`src/common/priv_pkg.sv`:
```
// Shared types for the privilege and trap unit
// Privilege encodings, CSR addresses, interrupt and status bit positions
// Supervisor view masks and reset vector
package priv_pkg;

   typedef logic [31:0] word_t;       // Data and address word
   typedef logic [11:0] csr_addr_t;   // CSR address
   typedef logic [1:0]  priv_t;       // Privilege level
   typedef logic [3:0]  cause_t;      // Trap cause code

   // ------------------------------
   // Privilege modes
   localparam priv_t U_MODE = 2'd0;
   localparam priv_t S_MODE = 2'd1;
   localparam priv_t M_MODE = 2'd3;

   // ------------------------------
   // CSR addresses
   localparam csr_addr_t ADDR_SSTATUS = 12'h100;
   localparam csr_addr_t ADDR_SIE     = 12'h104;
   localparam csr_addr_t ADDR_STVEC   = 12'h105;
   localparam csr_addr_t ADDR_SEPC    = 12'h141;
   localparam csr_addr_t ADDR_SCAUSE  = 12'h142;
   localparam csr_addr_t ADDR_SIP     = 12'h144;
   localparam csr_addr_t ADDR_MSTATUS = 12'h300;
   localparam csr_addr_t ADDR_MEDELEG = 12'h302;
   localparam csr_addr_t ADDR_MIDELEG = 12'h303;
   localparam csr_addr_t ADDR_MIE     = 12'h304;
   localparam csr_addr_t ADDR_MTVEC   = 12'h305;
   localparam csr_addr_t ADDR_MEPC    = 12'h341;
   localparam csr_addr_t ADDR_MCAUSE  = 12'h342;
   localparam csr_addr_t ADDR_MIP     = 12'h344;

   // ------------------------------
   // Interrupt bit positions in mie / mip, same as the interrupt cause
   localparam int SSI = 1;
   localparam int MSI = 3;
   localparam int STI = 5;
   localparam int MTI = 7;
   localparam int SEI = 9;
   localparam int MEI = 11;

   // Status field positions in mstatus
   localparam int SIE  = 1;
   localparam int MIE  = 3;
   localparam int SPIE = 5;
   localparam int MPIE = 7;
   localparam int SPP  = 8;
   localparam int MPP  = 11;          // Low bit, field is [MPP+1:MPP]

   // ------------------------------
   // Masks
   localparam word_t SSTATUS_MASK = word_t'((1 << SIE) | (1 << SPIE) | (1 << SPP));
   localparam word_t MSTATUS_MASK = SSTATUS_MASK |
                                    word_t'((1 << MIE) | (1 << MPIE) | (3 << MPP));
   localparam word_t S_INT_MASK   = word_t'((1 << SSI) | (1 << STI) | (1 << SEI));
   localparam word_t INT_MASK     = S_INT_MASK | word_t'((1 << MSI) | (1 << MTI) | (1 << MEI));
   localparam word_t MIP_SW_MASK  = S_INT_MASK | word_t'(1 << MSI);  // MEIP, MTIP come from pins
   localparam word_t DELEG_MASK   = 32'h0000_FFFF;                  // Only 16 cause codes

   localparam word_t RESET_VECTOR = 32'h0000_0100;                  // Initial mtvec / stvec

endpackage
```
`src/common/csr_if.sv`:
```
// CSR state from the CSR file to the trap controller
// Trap decision and current mode back to the CSR file
`timescale 1ns/1ps

interface csr_if;
   import priv_pkg::*;

   // ------------------------------
   // Driven by csr_file
   word_t  mstatus;
   word_t  mie_r;                     // Interrupt enables
   word_t  mip_r;                     // Pending, pins already merged in
   word_t  mtvec;
   word_t  stvec;
   word_t  medeleg;
   word_t  mideleg;

   // ------------------------------
   // Driven by trap_ctrl
   logic   trap_taken;                // Trap happens this cycle
   logic   trap_to_s;                 // Handled in S mode
   logic   trap_irq;                  // Interrupt, not exception
   cause_t trap_cause;
   priv_t  cur_mode;                  // Saved into MPP / SPP

   modport csr_side (
      output mstatus, mie_r, mip_r, mtvec, stvec, medeleg, mideleg,
      input  trap_taken, trap_to_s, trap_irq, trap_cause, cur_mode
   );

   modport trap_side (
      input  mstatus, mie_r, mip_r, mtvec, stvec, medeleg, mideleg,
      output trap_taken, trap_to_s, trap_irq, trap_cause, cur_mode
   );

endinterface

```
`src/design/priv_top.sv`:
```
// Top level of the privilege and trap unit
// CSR file and trap controller joined by the CSR interface
`timescale 1ns/1ps

module priv_top
(
   input  logic                clk_in,
   input  logic                reset_in,

   // CSR access port
   input  logic                csr_wr,
   input  priv_pkg::csr_addr_t csr_addr,
   input  priv_pkg::word_t     csr_wdata,
   output priv_pkg::word_t     csr_rdata,

   // Events from the pipeline
   input  logic                exception_flag,
   input  priv_pkg::cause_t    exception_cause,
   input  priv_pkg::word_t     exception_pc,
   input  logic                mret,
   input  logic                sret,

   // Interrupt pins
   input  logic                ext_irq,
   input  logic                timer_irq,

   // Trap result
   output logic                trap_taken,
   output priv_pkg::word_t     trap_pc,
   output priv_pkg::priv_t     mode
);

   csr_if csr_bus ();

   csr_file csr_file_inst (
      .clk_in       (clk_in),
      .reset_in     (reset_in),
      .csr_wr       (csr_wr),
      .csr_addr     (csr_addr),
      .csr_wdata    (csr_wdata),
      .csr_rdata    (csr_rdata),
      .exception_pc (exception_pc),
      .mret         (mret),
      .sret         (sret),
      .ext_irq      (ext_irq),
      .timer_irq    (timer_irq),
      .csr          (csr_bus.csr_side)
   );

   trap_ctrl trap_ctrl_inst (
      .clk_in          (clk_in),
      .reset_in        (reset_in),
      .exception_flag  (exception_flag),
      .exception_cause (exception_cause),
      .mret            (mret),
      .sret            (sret),
      .csr             (csr_bus.trap_side),
      .trap_pc         (trap_pc),
      .mode            (mode)
   );

   assign trap_taken = csr_bus.trap_taken;   // Same-cycle trap decision

endmodule

```
`src/trap/csr_file.sv`:
```
// CSR file for the machine and supervisor registers
// Software read/write port with supervisor views
// Trap, MRET and SRET updates of the status and cause registers
`timescale 1ns/1ps

module csr_file
(
   input  logic                clk_in,
   input  logic                reset_in,

   input  logic                csr_wr,             // Write strobe
   input  priv_pkg::csr_addr_t csr_addr,
   input  priv_pkg::word_t     csr_wdata,
   output priv_pkg::word_t     csr_rdata,          // Same cycle read

   input  priv_pkg::word_t     exception_pc,       // Saved into mepc / sepc on a trap
   input  logic                mret,
   input  logic                sret,
   input  logic                ext_irq,            // MEIP pin
   input  logic                timer_irq,          // MTIP pin

   csr_if.csr_side             csr
);
   import priv_pkg::*;

   // Control state
   word_t mstatus_q, mstatus_n;
   word_t mie_q,     mie_n;
   word_t mip_sw_q,  mip_sw_n;                     // Software pending bits only
   word_t mtvec_q,   mtvec_n;
   word_t stvec_q,   stvec_n;
   word_t medeleg_q, medeleg_n;
   word_t mideleg_q, mideleg_n;

   // Payload
   word_t mepc_q,    mepc_n;
   word_t sepc_q,    sepc_n;
   word_t mcause_q,  mcause_n;
   word_t scause_q,  scause_n;

   word_t mip_view;
   word_t cause_word;

   // Hardware pending bits merged in here
   assign mip_view = mip_sw_q | (word_t'(ext_irq) << MEI) | (word_t'(timer_irq) << MTI);

   assign cause_word = {csr.trap_irq, 27'd0, csr.trap_cause};   // Bit 31 marks interrupts

   // ------------------------------
   // Read port
   always_comb
   begin
      case (csr_addr)
         ADDR_MSTATUS : csr_rdata = mstatus_q;
         ADDR_MIE     : csr_rdata = mie_q;
         ADDR_MIP     : csr_rdata = mip_view;
         ADDR_MTVEC   : csr_rdata = mtvec_q;
         ADDR_MEPC    : csr_rdata = mepc_q;
         ADDR_MCAUSE  : csr_rdata = mcause_q;
         ADDR_MEDELEG : csr_rdata = medeleg_q;
         ADDR_MIDELEG : csr_rdata = mideleg_q;
         ADDR_SSTATUS : csr_rdata = mstatus_q & SSTATUS_MASK;
         ADDR_SIE     : csr_rdata = mie_q & S_INT_MASK;
         ADDR_SIP     : csr_rdata = mip_view & S_INT_MASK;
         ADDR_STVEC   : csr_rdata = stvec_q;
         ADDR_SEPC    : csr_rdata = sepc_q;
         ADDR_SCAUSE  : csr_rdata = scause_q;
         default      : csr_rdata = '0;            // Unknown CSR reads zero
      endcase
   end

   // ------------------------------
   // Next state, software write first
   always_comb
   begin
      mstatus_n = mstatus_q;
      mie_n     = mie_q;
      mip_sw_n  = mip_sw_q;
      mtvec_n   = mtvec_q;
      stvec_n   = stvec_q;
      medeleg_n = medeleg_q;
      mideleg_n = mideleg_q;
      mepc_n    = mepc_q;
      sepc_n    = sepc_q;
      mcause_n  = mcause_q;
      scause_n  = scause_q;

      if (csr_wr)
      begin
         case (csr_addr)
            ADDR_MSTATUS : mstatus_n = csr_wdata & MSTATUS_MASK;
            ADDR_MIE     : mie_n     = csr_wdata & INT_MASK;
            ADDR_MIP     : mip_sw_n  = csr_wdata & MIP_SW_MASK;   // MEIP, MTIP read-only
            ADDR_MTVEC   : mtvec_n   = csr_wdata;
            ADDR_MEPC    : mepc_n    = csr_wdata;
            ADDR_MCAUSE  : mcause_n  = csr_wdata;
            ADDR_MEDELEG : medeleg_n = csr_wdata & DELEG_MASK;
            ADDR_MIDELEG : mideleg_n = csr_wdata & DELEG_MASK;
            // S views touch only their own bits
            ADDR_SSTATUS : mstatus_n = (mstatus_q & ~SSTATUS_MASK) | (csr_wdata & SSTATUS_MASK);
            ADDR_SIE     : mie_n     = (mie_q & ~S_INT_MASK) | (csr_wdata & S_INT_MASK);
            ADDR_SIP     : mip_sw_n  = (mip_sw_q & ~S_INT_MASK) | (csr_wdata & S_INT_MASK);
            ADDR_STVEC   : stvec_n   = csr_wdata;
            ADDR_SEPC    : sepc_n    = csr_wdata;
            ADDR_SCAUSE  : scause_n  = csr_wdata;
            default      : ;                       // Writes to unknown CSRs dropped
         endcase
      end

      // WARL, reserved MPP value 2 becomes U
      if (mstatus_n[MPP+1:MPP] == 2'b10)
         mstatus_n[MPP+1:MPP] = U_MODE;

      // Trap and return updates override the write
      if (csr.trap_taken)
      begin
         if (csr.trap_to_s)
         begin
            sepc_n          = exception_pc;
            scause_n        = cause_word;
            mstatus_n[SPIE] = mstatus_q[SIE];
            mstatus_n[SIE]  = 1'b0;
            mstatus_n[SPP]  = csr.cur_mode[0];     // Only U or S can land here
         end
         else
         begin
            mepc_n                = exception_pc;
            mcause_n              = cause_word;
            mstatus_n[MPIE]       = mstatus_q[MIE];
            mstatus_n[MIE]        = 1'b0;
            mstatus_n[MPP+1:MPP]  = csr.cur_mode;
         end
      end
      else if (mret)
      begin
         mstatus_n[MIE]       = mstatus_q[MPIE];
         mstatus_n[MPIE]      = 1'b1;
         mstatus_n[MPP+1:MPP] = U_MODE;
      end
      else if (sret)
      begin
         mstatus_n[SIE]  = mstatus_q[SPIE];
         mstatus_n[SPIE] = 1'b1;
         mstatus_n[SPP]  = 1'b0;
      end
   end

   // ------------------------------
   // Registers
   always_ff @(posedge clk_in)
   begin
      if (reset_in)
      begin
         mstatus_q <= '0;
         mie_q     <= '0;
         mip_sw_q  <= '0;
         mtvec_q   <= RESET_VECTOR;
         stvec_q   <= RESET_VECTOR;
         medeleg_q <= '0;
         mideleg_q <= '0;
      end
      else
      begin
         mstatus_q <= mstatus_n;
         mie_q     <= mie_n;
         mip_sw_q  <= mip_sw_n;
         mtvec_q   <= mtvec_n;
         stvec_q   <= stvec_n;
         medeleg_q <= medeleg_n;
         mideleg_q <= mideleg_n;
      end
   end

   always_ff @(posedge clk_in)
   begin
      mepc_q   <= mepc_n;
      sepc_q   <= sepc_n;
      mcause_q <= mcause_n;
      scause_q <= scause_n;
   end

   // State out to the trap controller
   assign csr.mstatus = mstatus_q;
   assign csr.mie_r   = mie_q;
   assign csr.mip_r   = mip_view;
   assign csr.mtvec   = mtvec_q;
   assign csr.stvec   = stvec_q;
   assign csr.medeleg = medeleg_q;
   assign csr.mideleg = mideleg_q;

endmodule

```
`src/trap/trap_ctrl.sv`:
```
// Trap controller
// Mode register, interrupt qualification and priority
// Delegation to S mode and trap vector computation
`timescale 1ns/1ps

module trap_ctrl
(
   input  logic             clk_in,
   input  logic             reset_in,

   input  logic             exception_flag,     // Exception strobe from the pipeline
   input  priv_pkg::cause_t exception_cause,
   input  logic             mret,
   input  logic             sret,

   csr_if.trap_side         csr,

   output priv_pkg::word_t  trap_pc,            // Handler address
   output priv_pkg::priv_t  mode                // Current privilege mode
);
   import priv_pkg::*;

   word_t  pend;                                // Pending and enabled
   word_t  m_act;                               // Active machine-level interrupts
   word_t  s_act;                               // Active delegated interrupts
   logic   m_glb_en;
   logic   s_glb_en;
   logic   irq_flag;
   cause_t irq_cause;
   logic   deleg_bit;
   logic   to_s;
   word_t  tvec;
   word_t  base;
   priv_t  nxt_mode;

   // Highest priority cause in a set: software, then timer, then external
   function automatic cause_t pick_cause(input word_t act, input int sw_bit,
                                         input int tim_bit, input int ext_bit);
      cause_t c;
      c = '0;
      if (act[sw_bit])
         c = cause_t'(sw_bit);
      else if (act[tim_bit])
         c = cause_t'(tim_bit);
      else if (act[ext_bit])
         c = cause_t'(ext_bit);
      return c;
   endfunction

   // ------------------------------
   // Interrupt qualification
   assign pend = csr.mip_r & csr.mie_r & INT_MASK;

   // Higher modes always enabled, own mode needs xIE, lower modes never
   assign m_glb_en = (mode != M_MODE) | csr.mstatus[MIE];
   assign s_glb_en = (mode == U_MODE) | ((mode == S_MODE) & csr.mstatus[SIE]);

   assign m_act = m_glb_en ? (pend & ~csr.mideleg) : '0;
   assign s_act = s_glb_en ? (pend &  csr.mideleg) : '0;

   assign irq_flag = (|m_act) | (|s_act);

   // Machine level wins over supervisor level
   always_comb
   begin
      if (|m_act)
         irq_cause = pick_cause(m_act, MSI, MTI, MEI);
      else
         irq_cause = pick_cause(s_act, SSI, STI, SEI);
   end

   // ------------------------------
   // Trap decision, exception first
   assign csr.trap_taken = exception_flag | irq_flag;
   assign csr.trap_irq   = ~exception_flag & irq_flag;
   assign csr.trap_cause = exception_flag ? exception_cause : irq_cause;

   // Delegation never lowers the privilege from M
   always_comb
   begin
      if (exception_flag)
         deleg_bit = csr.medeleg[exception_cause];
      else
         deleg_bit = csr.mideleg[irq_cause];
      to_s = deleg_bit & (mode != M_MODE);
   end

   assign csr.trap_to_s = to_s;
   assign csr.cur_mode  = mode;

   // ------------------------------
   // Trap vector
   assign tvec = to_s ? csr.stvec : csr.mtvec;
   assign base = {tvec[31:2], 2'b00};           // Mode bits dropped

   always_comb
   begin
      trap_pc = base;
      if (csr.trap_irq && (tvec[1:0] == 2'b01))  // Vectored, interrupts only
         trap_pc = base + (word_t'(csr.trap_cause) << 2);
   end

   // ------------------------------
   // Next mode and mode register
   always_comb
   begin
      nxt_mode = mode;
      if (csr.trap_taken)
         nxt_mode = to_s ? S_MODE : M_MODE;
      else if (mret)
         nxt_mode = csr.mstatus[MPP+1:MPP];      // Back to MPP
      else if (sret)
         nxt_mode = {1'b0, csr.mstatus[SPP]};    // Back to SPP
   end

   always_ff @(posedge clk_in)
   begin
      if (reset_in)
         mode <= M_MODE;
      else
         mode <= nxt_mode;
   end

endmodule

```
`config.mk`:
```
export PLATFORM = sky130hd
export DESIGN_NAME = priv_top
export DESIGN_NICKNAME = d
export VERILOG_FILES = /design/src/common/priv_pkg.sv /design/src/common/csr_if.sv /design/src/design/priv_top.sv /design/src/trap/csr_file.sv /design/src/trap/trap_ctrl.sv
export SDC_FILE = /design/constraint.sdc
export NUM_CORES = 1
export LEC_CHECK = 0
export ABC_CLOCK_PERIOD_IN_PS = 5820
export BUFFER_PORTS_ARGS = -buffer_cell sky130_fd_sc_hd__buf_4
export CELL_PAD_IN_SITES_DETAIL_PLACEMENT = 0
export CELL_PAD_IN_SITES_GLOBAL_PLACEMENT = 2
export CORE_MARGIN = 2
export CORE_UTILIZATION = 36
export CTS_BUF_LIST = sky130_fd_sc_hd__clkbuf_2 sky130_fd_sc_hd__clkbuf_4 sky130_fd_sc_hd__clkbuf_8
export CTS_CLUSTER_DIAMETER = 100
export DETAILED_ROUTE_END_ITERATION = 8
export PLACE_DENSITY_LB_ADDON = 0.1
export SLEW_MARGIN = 10
export SYNTH_ARGS = -nofsm -noshare
export SYNTH_HDL_FRONTEND = slang
export SYNTH_SLANG_ARGS = --single-unit
```
`constraint.sdc`:
```
create_clock -name clk_in -period 5.82 [get_ports clk_in]
set_clock_uncertainty 0.15 [all_clocks]
set_input_delay 0.291 -clock clk_in [delete_from_list [all_inputs] [get_ports clk_in]]
set_output_delay 0.291 -clock clk_in [all_outputs]
set_load 0.01 [all_outputs]
```
* Yosys cells after proc, flatten, opt, wreduce, memory -nomap -nowiden
Index checks and enable logic that the tools add are counted.
** Cells by class
- Add/subtract/negate cells :: 1
- Multiply operators :: 0
- Divide/modulo/power cells :: 0
- $lt $le $gt $ge :: 2
- Eq/ne operators :: 18
- Shift operators :: 0
- Muxes and demuxes :: 63
- Bitwise operators :: 17
- Reductions and logical operators :: 15
** Operators with widths (count)
- two-way mux 32 bit :: 20
- case mux 32 bit (14 select lines) :: 1
- case mux 32 bit (2 select lines) :: 3
- == test 12 x 10 -> 1 bit (second input constant) :: 8
- == test 12 x 9 -> 1 bit (second input constant) :: 6
- OR 32 x 10 -> 32 bit :: 2
- OR reduction 32 bit :: 2
- adder 32 x 6 -> 32 bit :: 1
- AND 12 x 32 -> 32 bit :: 1
- two-way mux 4 bit :: 8
- NOT 16 -> 32 bit :: 1
- OR 32 x 12 -> 32 bit :: 1
- OR 32 x 8 -> 32 bit :: 1
- OR 32 x 9 -> 32 bit :: 1
- two-way mux 1 bit :: 19
- two-way mux 2 bit :: 9
- AND 12 x 16 -> 16 bit :: 1
- AND reduction 2 bit :: 7
- two-way mux 13 bit :: 1
- AND 12 bit :: 1
- < comparator 4 x 6 -> 1 bit (second input constant) :: 2
- binary-select mux 1 bit (select 4 bit) :: 2
- nonzero test 2 bit :: 3
- == test 2 x 1 -> 1 bit (second input constant) :: 2
- 8 further kinds :: 13
** Word-level totals
- Bits in registers :: 322
- Bits in latches :: 0
- Memory bits (writable) :: 0
- Memory bits (read-only) :: 0
- Bits of input ports :: 88
- Output and inout port bits :: 67
- Logic and storage cells :: 129
- Memories kept :: 0

* Longest topological paths before layout
Gate-level depths: netlist of the first run.
- Depth after elaboration :: 17
- Gate-level depth with buffers :: 21
- Mapped depth without buffers :: 17

* Hierarchy
Synthesis of the first run repeated with hierarchy kept, for this count alone.
** Second synthesis, totals
- Cell total of the unflattened synthesis :: 1857
- Area, all modules :: 14305.0 sq um
** By module, submodules not included
- csr_file :: instances 1, cells each 1557, area each 12152.9 sq um, seq. area each 5325.1 sq um
- trap_ctrl :: instances 1, cells each 300, area each 2152.1 sq um, seq. area each 40.0 sq um

* Least setup slack after synthesis of the first run
No wires, ideal clock.
- Path kind :: register -> output
- From :: register trap_ctrl_inst.mode[0], in the netlist trap_ctrl_inst.csr.cur_mode[0]
- To :: output trap_pc[31]
- Arrival time :: 4.033 ns
- Data required time :: 5.379 ns
- Slack :: 1.346 ns
- Cell stages (with the launch flop) :: 21
- Buffers on the path :: 4
- Cells stage by stage :: dfxtp_1 > nor2b_1 > a311o_1 > o211ai_2 > nand4b_1 > o211ai_2 > buf_6 > buf_2 > buf_2 > mux2i_1 > inv_1 > ha_1 > a21o_1 > a21oi_1 > inv_1 > a21oi_1 > or2_2 > buf_1 > nor3_1 > nand3b_1 > xor2_1
** Between the ends
- Cells in the longest elaborated chain, start to end :: 16
- Elaborated cells between the ends (all ways) :: 29
- Classes of those cells :: add/sub (1); eq/ne (3); mux (15); bitwise (6); reduce/logical (4)
** Ends and longest elaborated chain
- start, declared :: RTL line trap_ctrl.sv:19 : output priv_pkg::priv_t mode
- start signal, assigned :: RTL line trap_ctrl.sv:121 : mode <= nxt_mode;
- branches (longest 15 deep; another with two-way mux 32 bit)
- two-way mux 32 bit (*) :: RTL line trap_ctrl.sv:99 : if (csr.trap_irq && (tvec[1:0] == 2'b01))
- end, declared :: RTL line priv_top.sv:29 : output priv_pkg::word_t trap_pc,
Every way passes the cells marked *. The select of a mux whose other input is x is not followed.

* Worst setup path after layout of the first run
- From :: register trap_ctrl_inst.mode[1], in the netlist trap_ctrl_inst.csr.cur_mode[1]
- To :: output trap_pc[19]
Same word-level chain as after synthesis.

==> results.cfg, run 1 <==
[run_status]
status = completed

[hold_path]
hp-start = csr_addr[9]
worstHoldEndpoint = csr_file_inst.csr.mie_r[7]
hp-class = in2reg
min_path_cells = 4

[logic_synthesis]
ys_seq_area_frac = 0.409
async_reset_ff_frac = 0
synth_area_um2 = 13100
synth_warnings = 0
synthFlopType = dfxtp_1
synth_top_area_cell = dfxtp_1
synthCells = 1633
synthTopCellsByArea = dfxtp_1, nand2_1, mux2i_1, a21oi_1, a22oi_1
synth_most_common_cell = nand2_1
synth.distinct_cells = 57
synth-edff-count = 0
avgSynthCellArea_um2 = 8.03
post-synth-top-area-fraction = 0.409
ys_ff_latch = 268
netlist_top_cells_count = nand2_1, dfxtp_1, a21oi_1, mux2i_1, clkbuf_1

[floorplanning]
io_pins = 155
start_util = 0.367
die-area_um2 = 38000
die_h_um = 195
core_um2 = 35700
fp.dieW_um = 195
num_rows = 69

[clock_tree]
htree_levels = 2
root_buffer = clkbuf_8
cts_buffer_depth = 3
post-cts-setup-buffer-count = 0
cts_inserted_buffers = 49
ctsResizeCount = 0
path_clk_slew_ns = 0.06
cts_tree = done
clock-sinks = 268
cts_hold_buf = 97
clk_latency_ns = 0.60

[pwr]
power_density_nw_per_um2 = 257
sequentialPowerShare = 0.473
swShare = 0.251
clockPowerShare = 0.432
peakVddDrop_mv = 0.139
p_leak_nw = 6.62
total_power_mw = 4.25
switchingPower_mw = 1.07
power_frac_comb = 0.094
cellInternalPower_mw = 3.18

[finish]
drive_above_1_share = 0.159
nFillCells = 3581
nNetsFinal = 1919
syn_to_final_growth_pct = 25.9

[drt]
ant_nets = 0
firstDrtPassIters = 6
vias = 13000
drc_errors = 0
routed_wl_um = 54100
viasPerCell = 5.62
wl_per_cell_um = 23.3
drt_iter0_drc = 1336

[setup_path]
cp.required_ns = 5.38
cp-end-kind = output pin
rr_startpoint = trap_ctrl_inst.csr.cur_mode[1]
worst_path_most_repeated_cell = a21oi_1
crit_path_start_kind = flip-flop
crit_fanout = 12
r2r-end = csr_file_inst.mepc_q[24]
path_cells = and3b_1 -> a211oi_1 -> o221ai_1 -> nand4b_1 -> o211ai_4 -> mux2i_1 -> inv_1 -> ha_1 -> a21o_1 -> a21oi_1 -> inv_1 -> a21oi_1 -> nor2_1 -> nand3_1 -> a21oi_1 -> xnor2_1 -> buf_4
crit_arrival_ns = 4.73
worst-r2r-cell-count = 11
rrSetupSlack_ns = 1.48
cp_slowest_cell = dfxtp_1
crit_type = reg2out
slowest_delay_ns = 0.55

[place]
dpl.hpwl_um = 35600
portBuffers = 152
place.gp.congestion = 0.880

[global_routing]
grt_pass1_wl_um = 80800
overflow = 0
grt_start_max_net_pins = 68
grt_antenna_before_repair = 1
grt_pass1_vias = 12400
grt_use_total = 0.280

[sta]
max_freq_ghz = 0.193
worst_slew_pin_slew_ns = 1.25
rsz0062_at_grt = no
relSlewSlack = 0.165
setup_viol = 0
final_max_slew_viol_count = 0
min_period_ns = 5.17
final_hold_viol_count = 0
setup_tns_ns = 0
period_share = 0.888

[run]
maxCapViolCount = 0
kinds of logic (layout without fill, tap and decap cells):
group / count (synthesis) / after routing / synth area share
multiplexers: 127 / 127 / 0.102
buffers and inverters: 143 / 365 / 0.0439
XOR/XNOR: 40 / 40 / 0.0267
other: 1 / 4 / 0.000286
AO/OA/AOI/OAI: 394 / 394 / 0.188
AND/OR/NAND/NOR: 655 / 655 / 0.225
adder cells (fa/ha/maj): 5 / 5 / 0.00534
flip-flops: 268 / 268 / 0.409
metrics by stage:
step                      utilization  std cells  worst slack [ns]  hold WS (ns)  cell area (um^2)
after floorplan                     -       1634              1.35         0.250             13100
after global placement          0.407       2139              1.46         0.287             14500
after detailed placement        0.407       2139              1.33         0.293             14500
after CTS                       0.462       2317             0.701        0.0331             16500
after global routing            0.462       2317             0.217        0.0852             16500
final                           0.462       2319             0.649        0.0646             16500
worst max-delay path, delay by kind of cell, from the launching register on:
family                   cells  cell delay [ns]
multiplexers                 1             0.40
buffers and inverters        3             0.29
XOR/XNOR                     1             0.15
AO/OA/AOI/OAI                7             1.17
AND/OR/NAND/NOR              4             1.29
adder cells (fa/ha/maj)      1             0.28
flip-flops                   1             0.55
cells in the final DEF (no fill, tap or decap), types with 33 or more instances in the layout:
master,n
a21oi_1,170
mux2i_1,113
dlygate4sd3_1,97
and2_1,33
clkbuf_8,60
o21ai_0,76
nand2_1,407
a22oi_1,71
nand3_1,66
buf_4,178
dfxtp_1,268
a222oi_1,33
power groups by stage:
stage          registers, mW  clock network, mW  logic [mW]
6_report                2.01               1.84       0.401
5_1_grt                 2.02               1.96       0.442
4_1_cts                 2.01               1.87       0.396
3_5_place_dp            2.05                  0       0.306
3_3_place_gp            2.04                  0       0.302
2_1_floorplan           2.02                  0       0.178
sequential cells by signal, indices dropped and copies added (netlist names):
| name | count |
|---|---|
| csr_file_inst.csr.medeleg | 16 |
| csr_file_inst.csr.mideleg | 16 |
| csr_file_inst.csr.mie_r | 6 |
| csr_file_inst.csr.mstatus | 32 |
| csr_file_inst.csr.mtvec | 32 |
| csr_file_inst.csr.stvec | 32 |
| csr_file_inst.mcause_q | 32 |
| csr_file_inst.mepc_q | 32 |
| csr_file_inst.mip_sw_q | 4 |
| csr_file_inst.scause_q | 32 |
| csr_file_inst.sepc_q | 32 |
| trap_ctrl_inst.csr.cur_mode | 2 |
how the worst max path moves through the flow:
| stage | from | end | cells after the start |
|---|---|---|---|
| 2_1_floorplan | trap_ctrl_inst.csr.cur_mode[0] | trap_pc[31] | 20 |
| 3_3_place_gp | trap_ctrl_inst.csr.cur_mode[1] | trap_pc[31] | 17 |
| 3_5_place_dp | trap_ctrl_inst.csr.cur_mode[1] | trap_pc[19] | 17 |
| 4_1_cts | trap_ctrl_inst.csr.cur_mode[1] | trap_pc[19] | 17 |
| 5_1_grt | trap_ctrl_inst.csr.cur_mode[1] | trap_pc[28] | 18 |
| 6_report | trap_ctrl_inst.csr.cur_mode[1] | trap_pc[19] | 17 |
area by class of cell:
cell class	count	area, um^2	share of cell area
flip-flops and latches	268	5370	0.325
diodes	2	5.00	0.000303
inverters	9	33.8	0.00205
clock buffers	79	968	0.0587
repair buffers	275	2310	0.140
clock inverters	2	12.5	0.000758
well taps	461	577	0.0349
multi-input cells	1223	7240	0.438
layer usage:
metal | up-vias | share of wire | routed length (um) | global-route usage
li1 | 6182 | - | - | -
met1 | 6341 | 0.49 | 26300 | 0.420
met2 | 462 | 0.42 | 22900 | 0.406
met3 | 58 | 0.078 | 4210 | 0.0654
met4 | 0 | 0.013 | 710 | 0.0563
met5 | - | 0 | 0 | 0
(Power assumes the default switching activity.)
==> run 2: changes to the inputs <==
--- a/config.mk
+++ b/config.mk
@@ -5,12 +5,13 @@
 export SDC_FILE = /design/constraint.sdc
 export NUM_CORES = 1
 export LEC_CHECK = 0
+export ABC_AREA = 1
 export ABC_CLOCK_PERIOD_IN_PS = 5820
 export BUFFER_PORTS_ARGS = -buffer_cell sky130_fd_sc_hd__buf_4
 export CELL_PAD_IN_SITES_DETAIL_PLACEMENT = 0
 export CELL_PAD_IN_SITES_GLOBAL_PLACEMENT = 2
 export CORE_MARGIN = 2
-export CORE_UTILIZATION = 36
+export CORE_UTILIZATION = 34
 export CTS_BUF_LIST = sky130_fd_sc_hd__clkbuf_2 sky130_fd_sc_hd__clkbuf_4 sky130_fd_sc_hd__clkbuf_8
 export CTS_CLUSTER_DIAMETER = 100
 export DETAILED_ROUTE_END_ITERATION = 8
==> run 2 against run 1 <==
Effect of this change: non-clock buffer count fell by 15; critical path depth is 6 higher; via count grew 13%; critical path type unchanged; largest power group unchanged.
==> results.cfg, run 2 <==
[run_status]
status = completed

[drt]
drc_errors = 0
ant_nets = 0
dr_wl_met2_um = 24000
viasPerCell = 5.25
vias = 14700
firstDrtPassIters = 6
drt_iter0_drc = 1317
routed_wl_um = 59800
drt-met1-wl_um = 29400
wl_per_cell_um = 21.3
routed-wl-met3_um = 4950
top_layer_used = met5

[logic_synthesis]
ys_seq_area_frac = 0.384
synth_top_area_cell = dfxtp_1
synth.distinct_cells = 52
synth_warnings = 0
synth_most_common_cell = nand2_1
synthCells = 2052
netlist_top_cells_count = nand2_1, o21ai_0, inv_1, dfxtp_1, a21oi_1
async_reset_ff_frac = 0
synthTopCellsByArea = dfxtp_1, nand2_1, o21ai_0, inv_1, a21oi_1
avgSynthCellArea_um2 = 6.80
post-synth-top-area-fraction = 0.384
synth-edff-count = 0
synth_area_um2 = 14000
synthFlopType = dfxtp_1
ys_ff_latch = 268

[place]
dpl.hpwl_um = 42600
portBuffers = 152
place.gp.congestion = 0.879
preCtsSetupSlack_ns = 0.573

[sta]
setup_viol = 0
setup_tns_ns = 0
final_hold_viol_count = 0
relSlewSlack = 0.253
period_share = 0.922
rsz0062_at_grt = no
final_max_slew_viol_count = 0
max_freq_ghz = 0.186
min_period_ns = 5.37
worst_slack_ns = 0.454
hold_slack_ns = 0.0394
worst_slew_pin_slew_ns = 1.12

[pwr]
peakVddDrop_mv = 0.148
power_density_nw_per_um2 = 257
total_power_mw = 4.45
p_leak_nw = 7.14

[floorplanning]
die-area_um2 = 42700
start_util = 0.344
die_h_um = 207
core_um2 = 40600
io_pins = 155
fp.dieW_um = 207
num_rows = 74

[setup_path]
path_delay_family = simple AND/OR/NAND/NOR gates
worst_path_most_repeated_cell = nand2_1
path_buf_inv = 2
r2r-end = csr_file_inst.mepc_q[30]
slowest_delay_ns = 0.47
cp_slowest_cell = dfxtp_1
worst-r2r-cell-count = 17
path_cells = nand3_2 -> nand2_1 -> nand2_2 -> nor2_8 -> nand2_2 -> nand2_1 -> nand2_1 -> nand3_1 -> nand2_1 -> nand2_4 -> nand3_4 -> o21ai_2 -> ha_1 -> inv_1 -> fa_1 -> o21ai_2 -> nand4_4 -> nor2_4 -> nand2_2 -> nor3_2 -> nand4_1 -> nand2_1 -> buf_4
crit_fanout = 19
cp.required_ns = 5.38
rrSetupSlack_ns = 1.17
crit_arrival_ns = 4.93
cp-end-kind = output pin
crit_type = reg2out
rr_startpoint = trap_ctrl_inst.csr.cur_mode[0]
crit_path_start_kind = flip-flop

[hold_path]
hp-start = reset_in
min_path_cells = 2
worstHoldEndpoint = csr_file_inst.csr.mstatus[0]
hp-class = in2reg

[clock_tree]
cts_inserted_buffers = 50
post-cts-setup-buffer-count = 0
root_buffer = clkbuf_8
clk_latency_ns = 0.64
htree_levels = 2
cts_tree = done
clock-sinks = 268
path_clk_slew_ns = 0.06
cts_buffer_depth = 3

[global_routing]
overflow = 0
grt_pass1_vias = 13500
grt_use_total = 0.278
grt_antenna_before_repair = 1
grt_pass1_wl_um = 87500
grt_start_max_net_pins = 77

[finish]
nFillCells = 4364
syn_to_final_growth_pct = 23.9
final_util = 0.426
layout_common_cells = nand2_1, o21ai_0, inv_1, dfxtp_1, buf_4
final_common_cell = nand2_1
drive_above_1_share = 0.144
nNetsFinal = 2332

[run]
maxCapViolCount = 0
## run 2: changes by cell type after synthesis, sizes merged, moves of 29 or more
cell,previous run,this run
mux2i,114,0
a222oi,33,0
o21ai,76,298
nor2,33,140
a22oi,71,2
inv,9,279
nor3,16,45
and2,35,1
## run 2: logic make-up after synthesis
family	synth area share
AOI/OAI and AO/OA	0.254
xor gates and xnor gates	0.00941
adders and majority gates	0.00502
buffers and inverters	0.115
DFF	0.384
muxes	0.000806
other	0.000269
and+or+nand+nor	0.231
## run 2: how the worst max path moves through the flow
stage | from | end | slack, ns | cells after the start
final | trap_ctrl_inst.csr.cur_mode[0] | trap_pc[30] | 0.45 | 23
after global routing | trap_ctrl_inst.csr.cur_mode[0] | trap_pc[26] | 0.03 | 22
after CTS | trap_ctrl_inst.csr.cur_mode[0] | trap_pc[30] | 0.005 | 23
after detailed placement | trap_ctrl_inst.csr.cur_mode[0] | trap_pc[30] | 0.57 | 23
after global placement | trap_ctrl_inst.csr.cur_mode[0] | trap_pc[26] | 0.86 | 23
after floorplan | trap_ctrl_inst.csr.cur_mode[0] | trap_pc[30] | 1.37 | 25
## run 2: repair_timing
item,4_1_cts,5_1_grt
pin swaps,0,1
hold buffers,78,0
endpoints found under the hold margin,213,0
gates resized for setup,1,3
gates cloned,0,1
endpoints found under the setup margin,4,16
## run 2: layer usage
| layer | global-route usage | up-vias |
|---|---|---|
| li1 | - | 7212 |
| met1 | 0.421 | 6892 |
| met2 | 0.386 | 531 |
| met3 | 0.0626 | 90 |
| met4 | 0.0786 | 2 |
| met5 | 0.0173 | - |
## run 2: final cells by class
| type | instances | area [um^2] | share of cell area |
|---|---|---|---|
| multi-input combinational | 1377 | 7060 | 0.408 |
| clock inverter | 7 | 43.8 | 0.00253 |
| timing repair buffer | 260 | 2150 | 0.124 |
| tap | 532 | 666 | 0.0385 |
| antenna | 2 | 5.00 | 0.000289 |
| sequential | 268 | 5370 | 0.310 |
| clock buffer | 76 | 952 | 0.0550 |
| inverter | 282 | 1060 | 0.0613 |
## run 2: report_power, final
part / internal (mW) / switching [mW]
logic: 0.217 / 0.323
registers: 1.96 / 0.0634
clock network: 1.03 / 0.857
total: 3.21 / 1.24
## run 2: stage by stage
stage,instances,instance area [um^2]
5_1_grt,2802,17300
4_1_cts,2801,17300
3_5_place_dp,2640,15500
2_1_floorplan,2053,14000
6_report,2804,17300
3_3_place_gp,2640,15500
==> run 3: changes to the inputs <==
--- a/config.mk
+++ b/config.mk
@@ -6,12 +6,12 @@
 export NUM_CORES = 1
 export LEC_CHECK = 0
 export ABC_AREA = 1
-export ABC_CLOCK_PERIOD_IN_PS = 5820
+export ABC_CLOCK_PERIOD_IN_PS = 6550
 export BUFFER_PORTS_ARGS = -buffer_cell sky130_fd_sc_hd__buf_4
-export CELL_PAD_IN_SITES_DETAIL_PLACEMENT = 0
-export CELL_PAD_IN_SITES_GLOBAL_PLACEMENT = 2
+export CELL_PAD_IN_SITES_DETAIL_PLACEMENT = 1
+export CELL_PAD_IN_SITES_GLOBAL_PLACEMENT = 1
 export CORE_MARGIN = 2
-export CORE_UTILIZATION = 34
+export CORE_UTILIZATION = 47
 export CTS_BUF_LIST = sky130_fd_sc_hd__clkbuf_2 sky130_fd_sc_hd__clkbuf_4 sky130_fd_sc_hd__clkbuf_8
 export CTS_CLUSTER_DIAMETER = 100
 export DETAILED_ROUTE_END_ITERATION = 8
@@ -19,4 +19,5 @@
 export SLEW_MARGIN = 10
 export SYNTH_ARGS = -nofsm -noshare
 export SYNTH_HDL_FRONTEND = slang
+export SYNTH_HIERARCHICAL = 1
 export SYNTH_SLANG_ARGS = --single-unit
==> constraint.sdc (replaced) <==
create_clock -name clk_in -period 6.55 [get_ports clk_in]
set_clock_uncertainty 0.15 [all_clocks]
set_input_delay 0.3275 -clock clk_in [delete_from_list [all_inputs] [get_ports clk_in]]
set_output_delay 0.3275 -clock clk_in [all_outputs]
set_load 0.01 [all_outputs]
==> run 3 against run 2 <==
Effect of this change: flip-flop and latch count unchanged; clock power down 11%; final area up 1.8%; largest power group unchanged.
==> results.cfg, run 3 <==
[pwr]
cellInternalPower_mw = 2.85
p_leak_nw = 8.15
swShare = 0.288
peakVddDrop_mv = 0.186
power_frac_comb = 0.128
switchingPower_mw = 1.15
power_density_nw_per_um2 = 227
sequentialPowerShare = 0.452
clockPowerShare = 0.420

[sta]
final_max_slew_viol_count = 0
final_hold_viol_count = 0
hold_slack_ns = 0.113
worst_slew_pin_slew_ns = 1.27
max_freq_ghz = 0.182
rsz0062_at_grt = no
setup_tns_ns = 0
setup_viol = 0
period_share = 0.839
min_period_ns = 5.50
relSlewSlack = 0.154

[drt]
firstDrtPassIters = 5
drt-met1-wl_um = 29300
top_layer_used = met5
routed-wl-met3_um = 8250
drc_errors = 0
wl_per_cell_um = 25.5
routed_wl_um = 72600
dr_wl_met2_um = 31200
viasPerCell = 6.16
vias = 17500
drt_iter0_drc = 2054
ant_nets = 0

[clock_tree]
cts_inserted_buffers = 47
clk_latency_ns = 0.59
clock-sinks = 268
path_clk_slew_ns = 0.07
cts_hold_buf = 96
cts_buffer_depth = 3
root_buffer = clkbuf_8
cts_tree = done
htree_levels = 2
post-cts-setup-buffer-count = 0
ctsResizeCount = 0

[hold_path]
hp-class = in2reg
min_path_cells = 5

[finish]
final_common_cell = nand2_1
nNetsFinal = 2514
drive_above_1_share = 0.144
syn_to_final_growth_pct = 20.5
layout_common_cells = nand2_1, dfxtp_1, o21ai_0, inv_1, nand3_1

[place]
portBuffers = 152
dpl.hpwl_um = 45800
place.gp.congestion = 0.966

[setup_path]
cp_slowest_cell = a21oi_1
worst_path_most_repeated_cell = nand2_1
crit_arrival_ns = 5.02
rrSetupSlack_ns = 1.31
cp.required_ns = 6.07
crit_path_start_kind = flip-flop
worst-r2r-cell-count = 14
cp-end-kind = output pin
crit_type = reg2out
slowest_delay_ns = 0.47
crit_fanout = 51

[floorplanning]
die_h_um = 180
start_util = 0.478
io_pins = 155
die-area_um2 = 32500
num_rows = 64
core_um2 = 30600
fp.dieW_um = 180

[logic_synthesis]
synth_warnings = 6
synth_area_um2 = 14600
avgSynthCellArea_um2 = 6.55
synthCells = 2232

[run]
maxCapViolCount = 0

[global_routing]
grt_start_max_net_pins = 102
grt_use_total = 0.434
grt_pass1_wl_um = 109000
grt_antenna_before_repair = 2
overflow = 0
grt_pass1_vias = 17800

[run_status]
status = completed
run 3: path summary, 6_finish.rpt:
| path | from | to |
|---|---|---|
| max | csr_file_inst/csr.mstatus[1] | trap_pc[16] |
| min | csr_addr[10] | csr_file_inst/mip_sw_q[1] |
| max reg2reg | trap_ctrl_inst/csr.cur_mode[0] | csr_file_inst/mepc_q[26] |
| min reg2reg | csr_file_inst/csr.mideleg[8] | csr_file_inst/csr.mideleg[8] |
run 3: cell type report:
| type | instances | area [um^2] |
|---|---|---|
| Timing Repair Buffer | 265 | 2230 |
| Clock buffer | 73 | 905 |
| Sequential cell | 268 | 5370 |
| Clock inverter | 6 | 72.6 |
| Tap cell | 396 | 495 |
| Multi-Input combinational cell | 1582 | 7580 |
| Fill cell | 4097 | 13000 |
| Inverter | 257 | 967 |
| Antenna cell | 1 | 2.50 |
run 3: stage by stage:
step | instances | instance area (um^2) | util | setup slack [ns] | total power, mW
2_1_floorplan | 2233 | 14600 | - | 2.81 | 2.04
3_3_place_gp | 2672 | 15700 | 0.512 | 1.84 | 2.18
3_5_place_dp | 2672 | 15700 | 0.512 | 1.67 | 2.20
4_1_cts | 2847 | 17600 | 0.576 | 1.04 | 3.91
5_1_grt | 2847 | 17600 | 0.576 | 0.599 | 4.10
6_report | 2848 | 17600 | 0.576 | 1.05 | 4.00
run 3: power by group through the flow:
stage	registers (mW)	logic, mW	clock network, mW
after CTS	1.79	0.464	1.65
after global routing	1.81	0.540	1.75
after global placement	1.82	0.365	0
final	1.81	0.512	1.68
after floorplan	1.80	0.232	0
after detailed placement	1.82	0.379	0
run 3: critical path: cells and delay by family (launching register included):
| family | cells | cell delay [ns] |
|---|---|---|
| AO/OA/AOI/OAI | 3 | 0.75 |
| adder cells (fa/ha/maj) | 2 | 0.59 |
| buffers and inverters | 9 | 0.94 |
| flip-flops | 1 | 0.38 |
| AND/OR/NAND/NOR | 15 | 1.74 |
run 3: per-layer routing:
layer / global-route usage / vias up
met5: 0 / -
met4: 0.208 / 2
met3: 0.103 / 287
met2: 0.661 / 1123
met1: 0.578 / 8554
li1: - / 7573
